--- config.mk ---
export PLATFORM = sky130hd
export DESIGN_NAME = stream_alu_top
export DESIGN_NICKNAME = d
export VERILOG_FILES = /design/src/hdl/stream_pkg.sv /design/src/hdl/axis_reg_slice.sv /design/src/hdl/axis_reg_array.sv /design/src/hdl/cmd_decode.sv /design/src/hdl/alu_execute.sv /design/src/hdl/result_pack.sv /design/src/hdl/stream_alu_top.sv
export SDC_FILE = /design/constraint.sdc
export NUM_CORES = 1
export LEC_CHECK = 0
export ABC_AREA = 1
export BUFFER_PORTS_ARGS = -buffer_cell sky130_fd_sc_hd__buf_2
export CAP_MARGIN = 20
export CORE_MARGIN = 5
export CORE_UTILIZATION = 60
export DETAILED_ROUTE_END_ITERATION = 10
export PLACE_DENSITY = 0.78
export SLEW_MARGIN = 20
export SYNTH_ARGS = -nofsm -noshare
export SYNTH_HDL_FRONTEND = slang
export SYNTH_SLANG_ARGS = --single-unit
--- constraint.sdc ---
create_clock -name aclk -period 4.93 [get_ports aclk]
set_clock_uncertainty 0.1 [all_clocks]
set_input_delay 0.986 -clock aclk [delete_from_list [all_inputs] [get_ports aclk]]
set_output_delay 0.986 -clock aclk [all_outputs]
set_load 0.02 [all_outputs]
--- src/hdl/stream_pkg.sv ---
// Shared definitions for the stream command processor
// Opcode encoding, field widths and the two pipeline payload structs
// Referenced by scoped name from the RTL and the testbench

package stream_pkg;

  // Operation select, all four codes defined
  typedef enum logic [1:0] {
    OP_ADD = 2'd0,  // a + b, carry kept in bit 12
    OP_SUB = 2'd1,  // a - b mod 2^13
    OP_XOR = 2'd2,
    OP_MAX = 2'd3   // unsigned max
  } opcode_e;

  localparam int TAG_BITS  = 6;
  localparam int OPND_BITS = 12;
  localparam int RES_BITS  = 13;   // One bit wider than an operand
  localparam int SEQ_BITS  = 8;

  // Decoded command, field order mirrors the input word
  // [31:30] opcode  [29:24] tag  [23:12] a  [11:0] b
  typedef struct packed {
    opcode_e                opcode;
    logic [TAG_BITS-1:0]    tag;
    logic [OPND_BITS-1:0]   opnd_a;
    logic [OPND_BITS-1:0]   opnd_b;
  } cmd_t;   // 32 bits

  // Execution result handed to the output stage
  typedef struct packed {
    opcode_e                opcode;
    logic [TAG_BITS-1:0]    tag;
    logic [RES_BITS-1:0]    result;
  } res_t;   // 21 bits

  // Output word layout
  //   [31:26] tag  [25:24] opcode  [23:16] sequence
  //   [15:13] zero [12:0]  result

endpackage

--- src/hdl/axis_reg_slice.sv ---
// Full-throughput valid/ready register slice with a skid register
// Input ready comes straight from a flop and the output is registered
// Payload type set by the instantiating module

module axis_reg_slice #(
  parameter type payload_t = logic [31:0]
) (
  input  logic      aclk,
  input  logic      rst_n,

  input  logic      s_axis_tvalid,
  output logic      s_axis_tready,
  input  payload_t  s_axis_tdata,

  output logic      m_axis_tvalid,
  input  logic      m_axis_tready,
  output payload_t  m_axis_tdata
);

  payload_t main_data;    // Word presented downstream
  payload_t skid_data;    // Catches the word in flight when main stalls
  logic     main_valid;
  logic     skid_valid;

  logic     in_xfer;
  logic     main_load;    // Main register free to take a new word
  logic     skid_wr;

  assign in_xfer   = s_axis_tvalid && s_axis_tready;
  assign main_load = !main_valid || m_axis_tready;
  assign skid_wr   = in_xfer && !main_load;  // Accepted but nowhere else to go

  assign s_axis_tready = !skid_valid;   // Registered ready
  assign m_axis_tvalid = main_valid;
  assign m_axis_tdata  = main_data;

  // Occupancy flags
  always_ff @(posedge aclk) begin
    if (!rst_n) begin
      main_valid <= 1'b0;
      skid_valid <= 1'b0;
    end else begin
      if (main_load) begin
        main_valid <= skid_valid || in_xfer;  // Skid has priority since input is blocked then
        skid_valid <= 1'b0;
      end else if (skid_wr) begin
        skid_valid <= 1'b1;
      end
    end
  end

  always_ff @(posedge aclk) begin
    if (main_load) begin
      main_data <= skid_valid ? skid_data : s_axis_tdata;
    end
    if (skid_wr) begin
      skid_data <= s_axis_tdata;
    end
  end

  // Stalled output must hold its word
  a_hold_data: assert property (@(posedge aclk) disable iff (!rst_n)
    m_axis_tvalid && !m_axis_tready |=> $stable(m_axis_tdata));

  // Full skid keeps its word until main takes it
  a_skid_free: assert property (@(posedge aclk) disable iff (!rst_n)
    skid_valid && !main_load |=> skid_valid && $stable(skid_data));

endmodule

--- src/hdl/axis_reg_array.sv ---
// Chain of N_STAGES register slices for any payload type
// Adds N_STAGES cycles of latency, keeps one word per cycle
// Holds up to 2*N_STAGES words under back-pressure

module axis_reg_array #(
  parameter int  N_STAGES  = 2,
  parameter type payload_t = logic [31:0]
) (
  input  logic      aclk,
  input  logic      rst_n,

  input  logic      s_axis_tvalid,
  output logic      s_axis_tready,
  input  payload_t  s_axis_tdata,

  output logic      m_axis_tvalid,
  input  logic      m_axis_tready,
  output payload_t  m_axis_tdata
);

  // Link i sits between slice i-1 and slice i
  logic [N_STAGES:0] valid_s;
  logic [N_STAGES:0] ready_s;
  payload_t          data_s [N_STAGES+1];

  assign valid_s[0]    = s_axis_tvalid;
  assign data_s[0]     = s_axis_tdata;
  assign s_axis_tready = ready_s[0];

  assign m_axis_tvalid     = valid_s[N_STAGES];
  assign m_axis_tdata      = data_s[N_STAGES];
  assign ready_s[N_STAGES] = m_axis_tready;

  for (genvar i = 0; i < N_STAGES; i++) begin : g_slice
    axis_reg_slice #(.payload_t(payload_t)) u_slice (
      .aclk          (aclk),
      .rst_n         (rst_n),
      .s_axis_tvalid (valid_s[i]),
      .s_axis_tready (ready_s[i]),
      .s_axis_tdata  (data_s[i]),
      .m_axis_tvalid (valid_s[i+1]),
      .m_axis_tready (ready_s[i+1]),
      .m_axis_tdata  (data_s[i+1])
    );
  end

endmodule

--- src/hdl/cmd_decode.sv ---
// Decode stage, splits a 32-bit command word into its fields
// Single-entry pipeline register, output valid one cycle after transfer

module cmd_decode (
  input  logic              aclk,
  input  logic              rst_n,

  input  logic              s_axis_tvalid,
  output logic              s_axis_tready,
  input  logic [31:0]       s_axis_tdata,

  output logic              m_axis_tvalid,
  input  logic              m_axis_tready,
  output stream_pkg::cmd_t  m_axis_tdata
);

  logic             out_valid;
  stream_pkg::cmd_t out_cmd;
  logic             in_xfer;

  // Empty or draining this cycle
  assign s_axis_tready = !out_valid || m_axis_tready;
  assign in_xfer       = s_axis_tvalid && s_axis_tready;

  assign m_axis_tvalid = out_valid;
  assign m_axis_tdata  = out_cmd;

  always_ff @(posedge aclk) begin
    if (!rst_n) begin
      out_valid <= 1'b0;
    end else if (s_axis_tready) begin
      out_valid <= s_axis_tvalid;  // Refill or go empty
    end
  end

  // Field split per the command word layout
  always_ff @(posedge aclk) begin
    if (in_xfer) begin
      out_cmd.opcode <= stream_pkg::opcode_e'(s_axis_tdata[31:30]);
      out_cmd.tag    <= s_axis_tdata[29:24];
      out_cmd.opnd_a <= s_axis_tdata[23:12];
      out_cmd.opnd_b <= s_axis_tdata[11:0];
    end
  end

  // Upstream keeps its offer up until taken
  a_in_held: assert property (@(posedge aclk) disable iff (!rst_n)
    s_axis_tvalid && !s_axis_tready |=> s_axis_tvalid && $stable(s_axis_tdata));

endmodule

--- src/hdl/alu_execute.sv ---
// Execute stage, computes the 13-bit result of a decoded command
// Tag and opcode travel with the result
// Single-entry pipeline register, one cycle of latency

module alu_execute (
  input  logic              aclk,
  input  logic              rst_n,

  input  logic              s_axis_tvalid,
  output logic              s_axis_tready,
  input  stream_pkg::cmd_t  s_axis_tdata,

  output logic              m_axis_tvalid,
  input  logic              m_axis_tready,
  output stream_pkg::res_t  m_axis_tdata
);

  logic                             out_valid;
  stream_pkg::res_t                 out_res;
  logic                             in_xfer;
  logic [stream_pkg::RES_BITS-1:0]  alu_out;
  logic [stream_pkg::RES_BITS-1:0]  a_ext;
  logic [stream_pkg::RES_BITS-1:0]  b_ext;

  assign s_axis_tready = !out_valid || m_axis_tready;
  assign in_xfer       = s_axis_tvalid && s_axis_tready;

  assign m_axis_tvalid = out_valid;
  assign m_axis_tdata  = out_res;

  // Zero-extend so ADD carry and SUB wrap fall out of 13-bit math
  assign a_ext = {1'b0, s_axis_tdata.opnd_a};
  assign b_ext = {1'b0, s_axis_tdata.opnd_b};

  always_comb begin
    alu_out = '0;
    case (s_axis_tdata.opcode)
      stream_pkg::OP_ADD: alu_out = a_ext + b_ext;  // Carry lands in bit 12
      stream_pkg::OP_SUB: alu_out = a_ext - b_ext;  // Mod 8192
      stream_pkg::OP_XOR: alu_out = a_ext ^ b_ext;
      stream_pkg::OP_MAX: alu_out = (a_ext > b_ext) ? a_ext : b_ext;
      default:            alu_out = '0;
    endcase
  end

  always_ff @(posedge aclk) begin
    if (!rst_n) begin
      out_valid <= 1'b0;
    end else if (s_axis_tready) begin
      out_valid <= s_axis_tvalid;
    end
  end

  always_ff @(posedge aclk) begin
    if (in_xfer) begin
      out_res.opcode <= s_axis_tdata.opcode;
      out_res.tag    <= s_axis_tdata.tag;
      out_res.result <= alu_out;
    end
  end

endmodule

--- src/hdl/result_pack.sv ---
// Output stage, packs a result with a running sequence number
// Word layout: tag, opcode, sequence, three zero bits, result
// Sequence stamps each accepted result and wraps at 256

module result_pack (
  input  logic              aclk,
  input  logic              rst_n,

  input  logic              s_axis_tvalid,
  output logic              s_axis_tready,
  input  stream_pkg::res_t  s_axis_tdata,

  output logic              m_axis_tvalid,
  input  logic              m_axis_tready,
  output logic [31:0]       m_axis_tdata
);

  logic                             out_valid;
  logic [31:0]                      out_word;
  logic                             in_xfer;
  logic [stream_pkg::SEQ_BITS-1:0]  seq_q;   // Number for the next accepted result

  assign s_axis_tready = !out_valid || m_axis_tready;
  assign in_xfer       = s_axis_tvalid && s_axis_tready;

  assign m_axis_tvalid = out_valid;
  assign m_axis_tdata  = out_word;

  always_ff @(posedge aclk) begin
    if (!rst_n) begin
      out_valid <= 1'b0;
      seq_q     <= '0;
    end else begin
      if (s_axis_tready) begin
        out_valid <= s_axis_tvalid;
      end
      if (in_xfer) begin
        seq_q <= seq_q + 1'b1;  // Natural wrap 255 -> 0
      end
    end
  end

  always_ff @(posedge aclk) begin
    if (in_xfer) begin
      out_word <= {s_axis_tdata.tag, s_axis_tdata.opcode, seq_q,
                   3'b000, s_axis_tdata.result};
    end
  end

  // Counter moves only with an accepted result
  a_seq_step: assert property (@(posedge aclk) disable iff (!rst_n)
    !in_xfer |=> $stable(seq_q));

endmodule

--- src/hdl/stream_alu_top.sv ---
// Top level of the stream command processor
// decode -> register array -> execute -> register array -> pack
// Latency 3 + 2*N_STAGES cycles, one word per cycle sustained

module stream_alu_top #(
  parameter int N_STAGES = 2
) (
  input  logic        aclk,
  input  logic        rst_n,

  input  logic        s_axis_tvalid,
  output logic        s_axis_tready,
  input  logic [31:0] s_axis_tdata,

  output logic        m_axis_tvalid,
  input  logic        m_axis_tready,
  output logic [31:0] m_axis_tdata
);

  // Decoded command links
  logic             dec_valid, dec_ready;
  stream_pkg::cmd_t dec_data;
  logic             cmd_valid, cmd_ready;
  stream_pkg::cmd_t cmd_data;

  // Result links
  logic             exe_valid, exe_ready;
  stream_pkg::res_t exe_data;
  logic             res_valid, res_ready;
  stream_pkg::res_t res_data;

  cmd_decode u_decode (
    .aclk (aclk), .rst_n (rst_n),
    .s_axis_tvalid (s_axis_tvalid), .s_axis_tready (s_axis_tready),
    .s_axis_tdata  (s_axis_tdata),
    .m_axis_tvalid (dec_valid), .m_axis_tready (dec_ready), .m_axis_tdata (dec_data)
  );

  axis_reg_array #(.N_STAGES(N_STAGES), .payload_t(stream_pkg::cmd_t)) u_reg_cmd (
    .aclk (aclk), .rst_n (rst_n),
    .s_axis_tvalid (dec_valid), .s_axis_tready (dec_ready), .s_axis_tdata (dec_data),
    .m_axis_tvalid (cmd_valid), .m_axis_tready (cmd_ready), .m_axis_tdata (cmd_data)
  );

  alu_execute u_execute (
    .aclk (aclk), .rst_n (rst_n),
    .s_axis_tvalid (cmd_valid), .s_axis_tready (cmd_ready), .s_axis_tdata (cmd_data),
    .m_axis_tvalid (exe_valid), .m_axis_tready (exe_ready), .m_axis_tdata (exe_data)
  );

  axis_reg_array #(.N_STAGES(N_STAGES), .payload_t(stream_pkg::res_t)) u_reg_res (
    .aclk (aclk), .rst_n (rst_n),
    .s_axis_tvalid (exe_valid), .s_axis_tready (exe_ready), .s_axis_tdata (exe_data),
    .m_axis_tvalid (res_valid), .m_axis_tready (res_ready), .m_axis_tdata (res_data)
  );

  result_pack u_pack (
    .aclk (aclk), .rst_n (rst_n),
    .s_axis_tvalid (res_valid), .s_axis_tready (res_ready), .s_axis_tdata (res_data),
    .m_axis_tvalid (m_axis_tvalid), .m_axis_tready (m_axis_tready),
    .m_axis_tdata  (m_axis_tdata)
  );

endmodule

# Word level (Yosys, flattened, before mapping)
# Cells that the tools add are included.
# W data, S select, Z words.
totals:
  wordCells: 105
  in_bits: 36
  out_inout_bits: 34
  register_bits: 313
op_classes:
  reduce_logical: 42
  n_eq_ne: 3
  n_addsub: 3
  bitwise_logic: 2
  n_mux: 6
  n_lt_le_gt_ge: 1
op_table:
  columns: ["operator", "n"]
  rows:
  - ["$mux W32", 2]
  - ["$pmux W13 S4", 1]
  - ["$mux W21", 2]
  - ["$logic_not A1 Y1", 15]
  - ["$add A12 B12 Y13", 1]
  - ["$sub A12 B12 Y13", 1]
  - ["$gt A12 B12 Y1", 1]
  - ["$mux W12", 1]
  - ["$xor A12 B12 Y12", 1]
  - ["$logic_and A1 B1 Y1", 11]
  - ["$logic_or A1 B1 Y1", 11]
  - ["$add A8 B1 Y8 const B", 1]
  - ["$reduce_or A2 Y1", 4]
  - ["$eq A2 B2 Y1 const B", 2]
  - ["$eq A2 B1 Y1 const B", 1]
  - ["$logic_not A2 Y1", 1]
  - ["$not A1 Y1", 1]

# Longest topological paths before layout
# Gate-level depths: netlist of the first run.
logic_depth:
  ltp_word: 5
  mapped_depth: 14

# By module
# Synthesis of the first run repeated with hierarchy kept, for this count alone.
hier_totals:
  cells_unflattened: 1113
  hier_area_um2: 13097.6
by_module_without_submodules:
  columns: ["mod", "cells_each", "seq_area_each_um2", "area_per_inst_um2", "instances"]
  rows:
  - ["axis_reg_slice at u_reg_cmd.g_slice[0].u_slice ...", 179, 1961.9, 2506.2, 2]
  - ["axis_reg_slice at u_reg_res.g_slice[0].u_slice ...", 121, 1301.2, 1615.3, 2]
  - ["alu_execute", 379, 650.6, 2487.4, 1]
  - ["result_pack", 95, 1051.0, 1355.0, 1]
  - ["cmd_decode", 39, 980.9, 1012.2, 1]

# Worst setup path after synthesis of the first run
# No wires, ideal clock.
synth_timing:
  kind: "register to register"
  start: "register u_reg_cmd.g_slice[1].u_slice.skid_valid"
  end: "register u_reg_cmd.g_slice[0].u_slice.skid_data[0] (netlist bit), enable pin"
  slack_ns: 0.767
  path_stages_with_launch: 4
  required_time_ns: 4.369
  setup_ns: 0.461
  t_arrival_ns: 3.602
  period_less_slack_ns: 4.163
  cell_sequence: "dfxtp_1 -> clkbuf_1 -> nand2_1 -> nor3_1"
synth_between:
  elab_chain_cells: 4
synth_rtl:
  columns: ["item", "line_no", "source"]
  rows:
  - ["start: declaration", "axis_reg_slice.sv:23", "logic skid_valid;"]
  - ["start signal: assignment", "axis_reg_slice.sv:41", "skid_valid <= 1'b0;"]
  - ["start signal: assignment", "axis_reg_slice.sv:45", "skid_valid <= 1'b0;"]
  - ["start signal: assignment", "axis_reg_slice.sv:47", "skid_valid <= 1'b1;"]
  - ["$logic_not A1 Y1", "axis_reg_slice.sv:33", "assign s_axis_tready = !skid_valid;"]
  - ["$logic_or A1 B1 Y1", "axis_reg_slice.sv:30", "assign main_load = !main_valid || m_axis_tready;"]
  - ["$logic_not A1 Y1", "axis_reg_slice.sv:31", "assign skid_wr = in_xfer && !main_load;"]
  - ["$logic_and A1 B1 Y1", "axis_reg_slice.sv:31", null]
  - ["named net u_reg_cmd.g_slice[0].u_slice.skid_wr", "axis_reg_slice.sv:27", "logic skid_wr;"]
  - ["end signal: assignment", "axis_reg_slice.sv:57", "skid_data <= s_axis_tdata;"]
  - ["end: declaration", "axis_reg_slice.sv:21", "payload_t skid_data;"]
# The timed path passes the listed nets, and every way through them passes these cells.
# A chain may end at the register's enable or synchronous reset.

# Worst setup path in the final report of the first run
layout_timing:
  start: "register u_reg_cmd.g_slice[0].u_slice.skid_valid"
  end: "output s_axis_tready"
layout_between:
  elab_chain_cells: 2
layout_rtl:
  columns: ["item", "line_no", "source"]
  rows:
  - ["start: declaration", "axis_reg_slice.sv:23", null]
  - ["start signal: assignment", "axis_reg_slice.sv:41", null]
  - ["start signal: assignment", "axis_reg_slice.sv:45", null]
  - ["start signal: assignment", "axis_reg_slice.sv:47", null]
  - ["$logic_not A1 Y1", "axis_reg_slice.sv:33", null]
  - ["$logic_or A1 B1 Y1", "cmd_decode.sv:22", "assign s_axis_tready = !out_valid || m_axis_tready;"]
  - ["end: declaration", "stream_alu_top.sv:12", "output logic s_axis_tready,"]
# Every way passes these cells.

==> metrics, run 1 <==
H-Tree Level Count=1; number of fill cells=1465; RSZ-0062 raised after global routing=no; hold endpoint=u_pack.m_axis_tdata[7]; accumulated negative setup slack=0 ns; total routed wirelength=approximately 22000 µm; Slew Limit Headroom=between 30 and 40%; horizontal die dimension=approximately 160 µm; kind of start point of the critical path=flip-flop; Post-Syn Area per Cell=11.6 µm²; transition time of the tightest slew-check pin=between 0.9 and 1 ns; max-capacitance violation count=0; antenna violations before repair=0; leakage power summed over all cells=around 5.8 nW; floorplan die area=~24000 µm²; clock transition at the registers of the reported paths=around 0.060 ns; 1st-pass router iterations=5; Port Buf Inserts=66; top cell type by total area after synthesis=sky130_fd_sc_hd__edfxtp_1; number of hold buffers added after CTS=0; pin count of the biggest net entering global routing=37; Die H=156 µm; number of sinks driven by the clock tree=roughly 310; maximum buffer depth of the clock tree=3; start point of the worst min-delay path=u_reg_res.g_slice[1].u_slice.m_axis_tdata[7]; worst reg2reg path endpoint=u_execute.m_axis_tdata[5]; Worst Hold Path Cells=0; max-slew violation count=0; reg2reg start=u_reg_cmd.g_slice[1].u_slice.m_axis_tdata[17]; synthesized flop and latch total=around 310; PnR Total Power=5.41 mW; placement row count=53; result of the run=finished clean; critical-path maximum fanout=36; Total Nets Final=1238; leftover overflow at the end of global routing=0; required time of the worst setup path=roughly 3.8 ns; final setup violation count=0; Setup crit end kind=output port; worst-path cell with the longest stage delay=sky130_fd_sc_hd__dfxtp_2; detailed-route wire length per cell=approximately 15 µm; final weighted congestion in routability-driven placement=just over 1; most frequent cells in the layout=438 x sky130_fd_sc_hd__nand2_1, 294 x sky130_fd_sc_hd__edfxtp_1, 83 x sky130_fd_sc_hd__inv_1; TritonCTS clock tree=yes; total inserted antenna cells=0; Final ANT Viol Nets=0; type of the most critical hold path=flip-flop to flip-flop; sum of net half-perimeters after detailed placement=15500 µm; clk_lat worst skew=0.55 ns; root buffer selected by CTS=sky130_fd_sc_hd__clkbuf_16; Global Route Usage Sum=between 10% and 20%; placement-stage cell area=13400 µm²; post-layout minimum cycle time=roughly 2.8 ns; vias in the first global route=~7600; sequential element share of the synthesized area=between 70 and 80%; Initial Utilization=between 60% and 70%; global-route wire length before repair=37400 µm; number of buffers created by CTS=30; cell area power density=approximately 380 nW/µm²; top area cells in the synthesized netlist=sky130_fd_sc_hd__edfxtp_1 69%, sky130_fd_sc_hd__nand2_1 13%, sky130_fd_sc_hd__dfxtp_1 3.0%, sky130_fd_sc_hd__ha_1 2.4%, sky130_fd_sc_hd__inv_1 2.4%; cell-by-cell trace of the critical path=nand2_1 -> buf_2; fraction of post-synthesis cell area in the top cell type by area=around 69%; share of post-route cells with drive strength above 1=11.6%; library cells used by synthesis=35; worst reg2reg setup slack=around 2.4 ns; Critical Path AT=between 1.5 and 2 ns; post-synthesis instance area=between 10000 and 15000 µm²; maximum vdd drop=approximately 0.33 mV; Residual DRC=0; highest achievable clock rate=roughly 360 MHz; Resized cells post-CTS=0; Setup Fix Bufs, Post-CTS=0; via count=7665; worst-case reg-to-reg path depth=8; Area growth syn-to-layout=12.0%; area of the placeable core=21000 µm²; highest cell delay on the worst timing path=0.76 ns; Non-Filler Cell Area, Final=14300 µm²; number of design-rule violations left by the first detailed-router iteration=a little over 500; Vias per Instance=roughly 5.2; gate count after technology mapping=1100; Final Hold Slack=between 0.3 and 0.4 ns; share of the clock period used by the worst path=between 50% and 60%; commonest non-fill, non-tap cell in the layout=sky130_fd_sc_hd__nand2_1; Worst Path Class, Setup=flip-flop to output port; final hold violations=0; number of synthesis warnings=0; area of the multi-input gates=3080 µm²; number of top-level design ports=70; register area=roughly 9000 µm²
## worst max-delay path, delay by kind of cell (launching register included)
kind | cells | cell delay [ns]
flip-flops | 1 | 0.76
buffers and inverters | 1 | 0.21
AND/OR/NAND/NOR | 1 | 0.18
## kinds of logic after synthesis
kind of cell	synth area share, %
AO/OA/AOI/OAI	2.11
XOR/XNOR	0.343
adder cells (fa/ha/maj)	2.76
buffers and inverters	4.13
flip-flops	72.1
other	0.0294
AND/OR/NAND/NOR	18.5
## synth_stat cells
cell,n
sky130_fd_sc_hd__edfxtp_1,294
sky130_fd_sc_hd__nor3_1,12
sky130_fd_sc_hd__conb_1,1
sky130_fd_sc_hd__nand4_1,14
sky130_fd_sc_hd__o21ba_2,1
sky130_fd_sc_hd__nand3b_1,5
sky130_fd_sc_hd__buf_2,2
sky130_fd_sc_hd__nand3_1,56
sky130_fd_sc_hd__fa_1,2
sky130_fd_sc_hd__buf_1,2
sky130_fd_sc_hd__ha_1,25
sky130_fd_sc_hd__nor2_2,3
sky130_fd_sc_hd__a21oi_1,23
sky130_fd_sc_hd__nand3_2,2
sky130_fd_sc_hd__o21bai_1,1
sky130_fd_sc_hd__dfxtp_1,19
sky130_fd_sc_hd__or2_1,1
sky130_fd_sc_hd__xor2_1,5
sky130_fd_sc_hd__inv_1,83
sky130_fd_sc_hd__and2_1,1
sky130_fd_sc_hd__nor2_4,1
sky130_fd_sc_hd__nor2_1,40
sky130_fd_sc_hd__nand2_2,4
sky130_fd_sc_hd__a211oi_1,4
sky130_fd_sc_hd__inv_2,5
sky130_fd_sc_hd__clkbuf_1,23
sky130_fd_sc_hd__nand2_1,438
sky130_fd_sc_hd__nor4_1,1
sky130_fd_sc_hd__a31oi_1,6
sky130_fd_sc_hd__clkinv_1,2
sky130_fd_sc_hd__o21ai_0,12
sky130_fd_sc_hd__a21oi_2,1
sky130_fd_sc_hd__buf_4,4
sky130_fd_sc_hd__buf_6,5
sky130_fd_sc_hd__or2_2,2
## layer usage
| metal | GRT usage, % | wire [µm] | up-vias |
|---|---|---|---|
| met1 | 24.5 | 9120 | 3523 |
| met3 | 3.25 | 1410 | 61 |
| li1 | - | - | 3837 |
| met4 | 6.29 | 675 | 0 |
| met5 | 0 | 0 | - |
| met2 | 31.9 | 10800 | 244 |
## metrics by stage
stage	utilization (%)	setup slack (ns)	cells
floorplan	-	0.767	1102
detailed placement	63.7	2.23	1418
finish	68.1	2.15	1473
global placement	63.6	1.92	1418
global route	68.1	2.02	1473
CTS	68.1	2.12	1473
## worst max path at each step
stage,end,slack (ns),cells after the start,from
floorplan,u_reg_cmd.g_slice[0].u_slice.skid_data[0],0.77,3,u_reg_cmd.g_slice[1].u_slice.skid_valid
global placement,u_reg_cmd.g_slice[0].u_slice.m_axis_tdata[5],1.92,3,u_reg_cmd.g_slice[0].u_slice.skid_valid
detailed placement,u_reg_res.g_slice[1].u_slice.skid_data[18],2.23,7,m_axis_tready
CTS,s_axis_tready,2.12,2,u_reg_cmd.g_slice[0].u_slice.skid_valid
global route,s_axis_tready,2.02,2,u_reg_cmd.g_slice[0].u_slice.skid_valid
finish,s_axis_tready,2.15,2,u_reg_cmd.g_slice[0].u_slice.skid_valid
## sequential cells by signal (all words and copies together), names as in the netlist
name                                     flops
u_pack.m_axis_tvalid                         1
u_reg_cmd.g_slice.u_slice.skid_valid         2
u_reg_cmd.g_slice.u_slice.m_axis_tvalid      2
u_decode.m_axis_tvalid                       1
u_execute.m_axis_tvalid                      1
u_decode.m_axis_tdata                       32
u_execute.m_axis_tdata                      21
u_pack.seq_q                                 8
u_reg_res.g_slice.u_slice.m_axis_tdata      42
u_reg_cmd.g_slice.u_slice.m_axis_tdata      64
u_pack.m_axis_tdata                         29
u_reg_res.g_slice.u_slice.skid_data         42
u_reg_cmd.g_slice.u_slice.skid_data         64
u_reg_res.g_slice.u_slice.m_axis_tvalid      2
u_reg_res.g_slice.u_slice.skid_valid         2
## layout make-up
cell class / instances / share of cell area (%)
Inverter: 90 / 2.36
Multi-Input combinational cell: 663 / 21.5
Clock buffer: 46 / 5.74
Sequential cell: 313 / 64.4
Timing Repair Buffer: 77 / 2.89
Tap cell: 275 / 2.40
Clock inverter: 9 / 0.735
## power by group
part           switching, mW  leakage [nW]  internal, mW
registers             0.0322          3.00          2.96
logic                  0.185          2.38        0.0937
clock network          0.898         0.444          1.25
(Power assumes the default switching activity.)
==> inputs of run 2 (changes only) <==
CORE_UTILIZATION = 55   (was 60)
PLACE_DENSITY = 0.75   (was 0.78)
clock period = 2.3 ns   (was 4.93 ns; I/O delays follow)
==> run 2 against run 1 <==
Net effect:
- sequential share of layout area shrank 5.1 points
- global-route usage grew 1.1 points
- first-iteration DRC count shrank 7.2%
- worst hold slack lost 0.21 ns
==> metrics, run 2 (synthesis gave the netlist of run 1 again) <==
sw power=2.54 mW (was 1.12 mW); number of design-rule violations left by the first detailed-router iteration=479 (was 516); transition time of the tightest slew-check pin=0.676 ns (was 0.931 ns); detailed-routing wirelength on met1=10300 µm (was 9120 µm); required time of the worst setup path=2.59 ns (was 3.84 ns); number of sinks driven by the clock tree=313 (unchanged); worst reg2reg path endpoint=u_execute.m_axis_tdata[8] (was u_execute.m_axis_tdata[5]); Area growth syn-to-layout=21.6% (was 12.0%); placement-stage worst setup slack=-0.0490 ns (was 2.23 ns); TritonCTS clock tree=yes (unchanged); Residual DRC=0 (unchanged); horizontal die dimension=162 µm (was 156 µm); share of the clock period used by the worst path=between 90 and 100%; max-capacitance violation count=0 (unchanged); Detail Route met2 WL=12800 µm (was 10800 µm); detailed-route wire length per cell=15.9 µm (was 14.9 µm); Worst Path Class, Setup=flip-flop to flip-flop (was flip-flop to output port); top layer used by detailed routing=met4 (unchanged); share of post-route cells with drive strength above 1=19.1% (was 11.6%); Vias per Instance=5.07 (was 5.20); clk_lat worst skew=0.55 ns (about the same); final setup violation count=0 (unchanged); worst reg2reg setup slack=0.08 ns (was 2.37 ns); Global Route Usage Sum=19.8% (was 18.7%); termination of the worst setup path=u_execute.m_axis_tdata[8] (was s_axis_tready); portion of total power attributed to the clock network=42.0% (was 39.6%); Slew Limit Headroom=54.9% (was 37.9%); placement row count=55 (was 53); number of buffers created by CTS=30 (unchanged); Final ANT Viol Nets=0 (unchanged); Die H=162 µm (was 156 µm); vias in the first global route=8158 (was 7595); pin count of the biggest net entering global routing=35 (was 37); floorplan die area=26400 µm² (was 24300 µm²); leakage power summed over all cells=6.39 nW (was 5.82 nW); root buffer selected by CTS=sky130_fd_sc_hd__clkbuf_16 (unchanged); kind of start point of the critical path=flip-flop (unchanged); post-layout minimum cycle time=between 2 and 2.5 ns; worst-case reg-to-reg path depth=13 (was 8); global-route wire length before repair=41700 µm (was 37400 µm); accumulated negative setup slack=0 ns (unchanged); commonest non-fill, non-tap cell in the layout=sky130_fd_sc_hd__nand2_1 (unchanged); area of the placeable core=22800 µm² (was 21000 µm²); net switching fraction of the power=20.4% (was 20.6%); most frequent cells in the layout=433 x sky130_fd_sc_hd__nand2_1, 294 x sky130_fd_sc_hd__edfxtp_1, 78 x sky130_fd_sc_hd__inv_1 (was 438 x sky130_fd_sc_hd__nand2_1, 294 x sky130_fd_sc_hd__edfxtp_1, 83 x sky130_fd_sc_hd__inv_1); Critical Path AT=2.52 ns (was 1.70 ns); highest achievable clock rate=about 450 MHz; critical-path maximum fanout=3 (was 36); sum of net half-perimeters after detailed placement=17100 µm (was 15500 µm); final hold violations=0 (unchanged); H-Tree Level Count=1 (unchanged); clock transition at the registers of the reported paths=0.06 ns (about the same); antenna violations before repair=0 (unchanged); leftover overflow at the end of global routing=0 (unchanged); via count=8161 (was 7665); max-slew violation count=0 (unchanged); 1st-pass router iterations=5 (unchanged); number of top-level design ports=70 (unchanged); Port Buf Inserts=66 (unchanged); cell area power density=803 nW/µm² (was 378 nW/µm²); total inserted antenna cells=0 (unchanged); Comb pwr share=6.6% (was 5.1%); maximum buffer depth of the clock tree=3 (unchanged); result of the run=finished clean (unchanged); total routed wirelength=25600 µm (was 22000 µm); relative contribution of sequential cells to total power=51.4% (was 55.2%); reg2reg start=u_reg_cmd.g_slice[1].u_slice.m_axis_tdata[0] (was u_reg_cmd.g_slice[1].u_slice.m_axis_tdata[17]); Initial Utilization=56.1% (was 60.8%); launching instance or port of the critical path=u_reg_cmd.g_slice[1].u_slice.m_axis_tdata[0] (was u_reg_cmd.g_slice[0].u_slice.skid_valid); Setup crit end kind=flip-flop (was output port); final weighted congestion in routability-driven placement=0.877 (was 1.01); type of the most critical hold path=primary input to flip-flop (was flip-flop to flip-flop); cell-internal power=9.93 mW (was 4.30 mW); PnR Total Power=12.5 mW (was 5.41 mW); maximum vdd drop=0.830 mV (was 0.333 mV); Total Nets Final=1335 (was 1238); routed length on met3=1360 µm (was 1410 µm); worst-case setup margin in the final layout=0.0757 ns (was 2.15 ns)
## run 2: layout make-up
class | instances | area [µm²]
clock buffer | 43 | 891
clock inverter | 13 | 193
fill | 1614 | 7250
inverter | 90 | 342
multi-input combinational | 663 | 3260
sequential | 313 | 9210
tap | 313 | 392
timing repair buffer | 174 | 1240
## run 2: critical path, stage by stage (launching register included)
cell and delay (ns):
sky130_fd_sc_hd__edfxtp_1 0.42, sky130_fd_sc_hd__buf_4 0.14, sky130_fd_sc_hd__ha_1 0.16, sky130_fd_sc_hd__inv_2 0.06, sky130_fd_sc_hd__fa_2 0.40, sky130_fd_sc_hd__nand2_2 0.09
sky130_fd_sc_hd__nand3_1 0.07, sky130_fd_sc_hd__nand3_1 0.09, sky130_fd_sc_hd__nand2_1 0.08, sky130_fd_sc_hd__nand2_1 0.07, sky130_fd_sc_hd__nand2_1 0.04, sky130_fd_sc_hd__o21ai_1 0.14
sky130_fd_sc_hd__inv_1 0.06, sky130_fd_sc_hd__a21oi_1 0.15
## run 2: worst min-delay path by stage
stage | from | to | cells past startpoint | slack (ns)
3_5_place_dp | u_reg_res.g_slice[1].u_slice.m_axis_tdata[10] | u_pack.m_axis_tdata[10] | 0 | 0.30
6_report | rst_n | u_pack.seq_q[2] | 3 | 0.11
2_1_floorplan | u_reg_cmd.g_slice[1].u_slice.m_axis_tdata[24] | u_execute.m_axis_tdata[13] | 0 | 0.30
3_3_place_gp | u_reg_res.g_slice[1].u_slice.m_axis_tdata[8] | u_pack.m_axis_tdata[8] | 0 | 0.30
5_1_grt | rst_n | u_pack.seq_q[2] | 3 | 0.09
4_1_cts | rst_n | u_pack.seq_q[2] | 3 | 0.08
## run 2: routing by layer
metal | up-vias | global-route usage (%)
met5 | - | 0
met4 | 0 | 7.73
met3 | 70 | 3.11
met2 | 236 | 34.8
met1 | 3815 | 24.6
li1 | 4040 | -
## run 2: per-stage QoR
stage	hold slack, ns	area (µm²)	utilization [%]	cells
2_1_floorplan	0.300	12900	-	1102
3_3_place_gp	0.303	13900	61.0	1513
3_5_place_dp	0.305	13900	61.0	1513
4_1_cts	0.0800	15300	67.3	1603
5_1_grt	0.0912	15500	68.2	1609
6_report	0.109	15500	68.2	1609
## run 2: power by group through the flow
stage          combinational [mW]  clock [mW]  sequential (mW)
2_1_floorplan               0.448           0             6.50
3_3_place_gp                0.710           0             6.52
3_5_place_dp                0.714           0             6.53
4_1_cts                     0.768        5.34             6.41
5_1_grt                     0.924        5.62             6.42
6_report                    0.829        5.24             6.41
## run 2: what timing repair did
item,4_1_cts,5_1_grt
hold endpoints to repair,32,0
hold buffers,32,0
endpoints found under the setup margin,11,13
pin swaps,0,5
buffers inserted,2,6
resized for setup,5,39
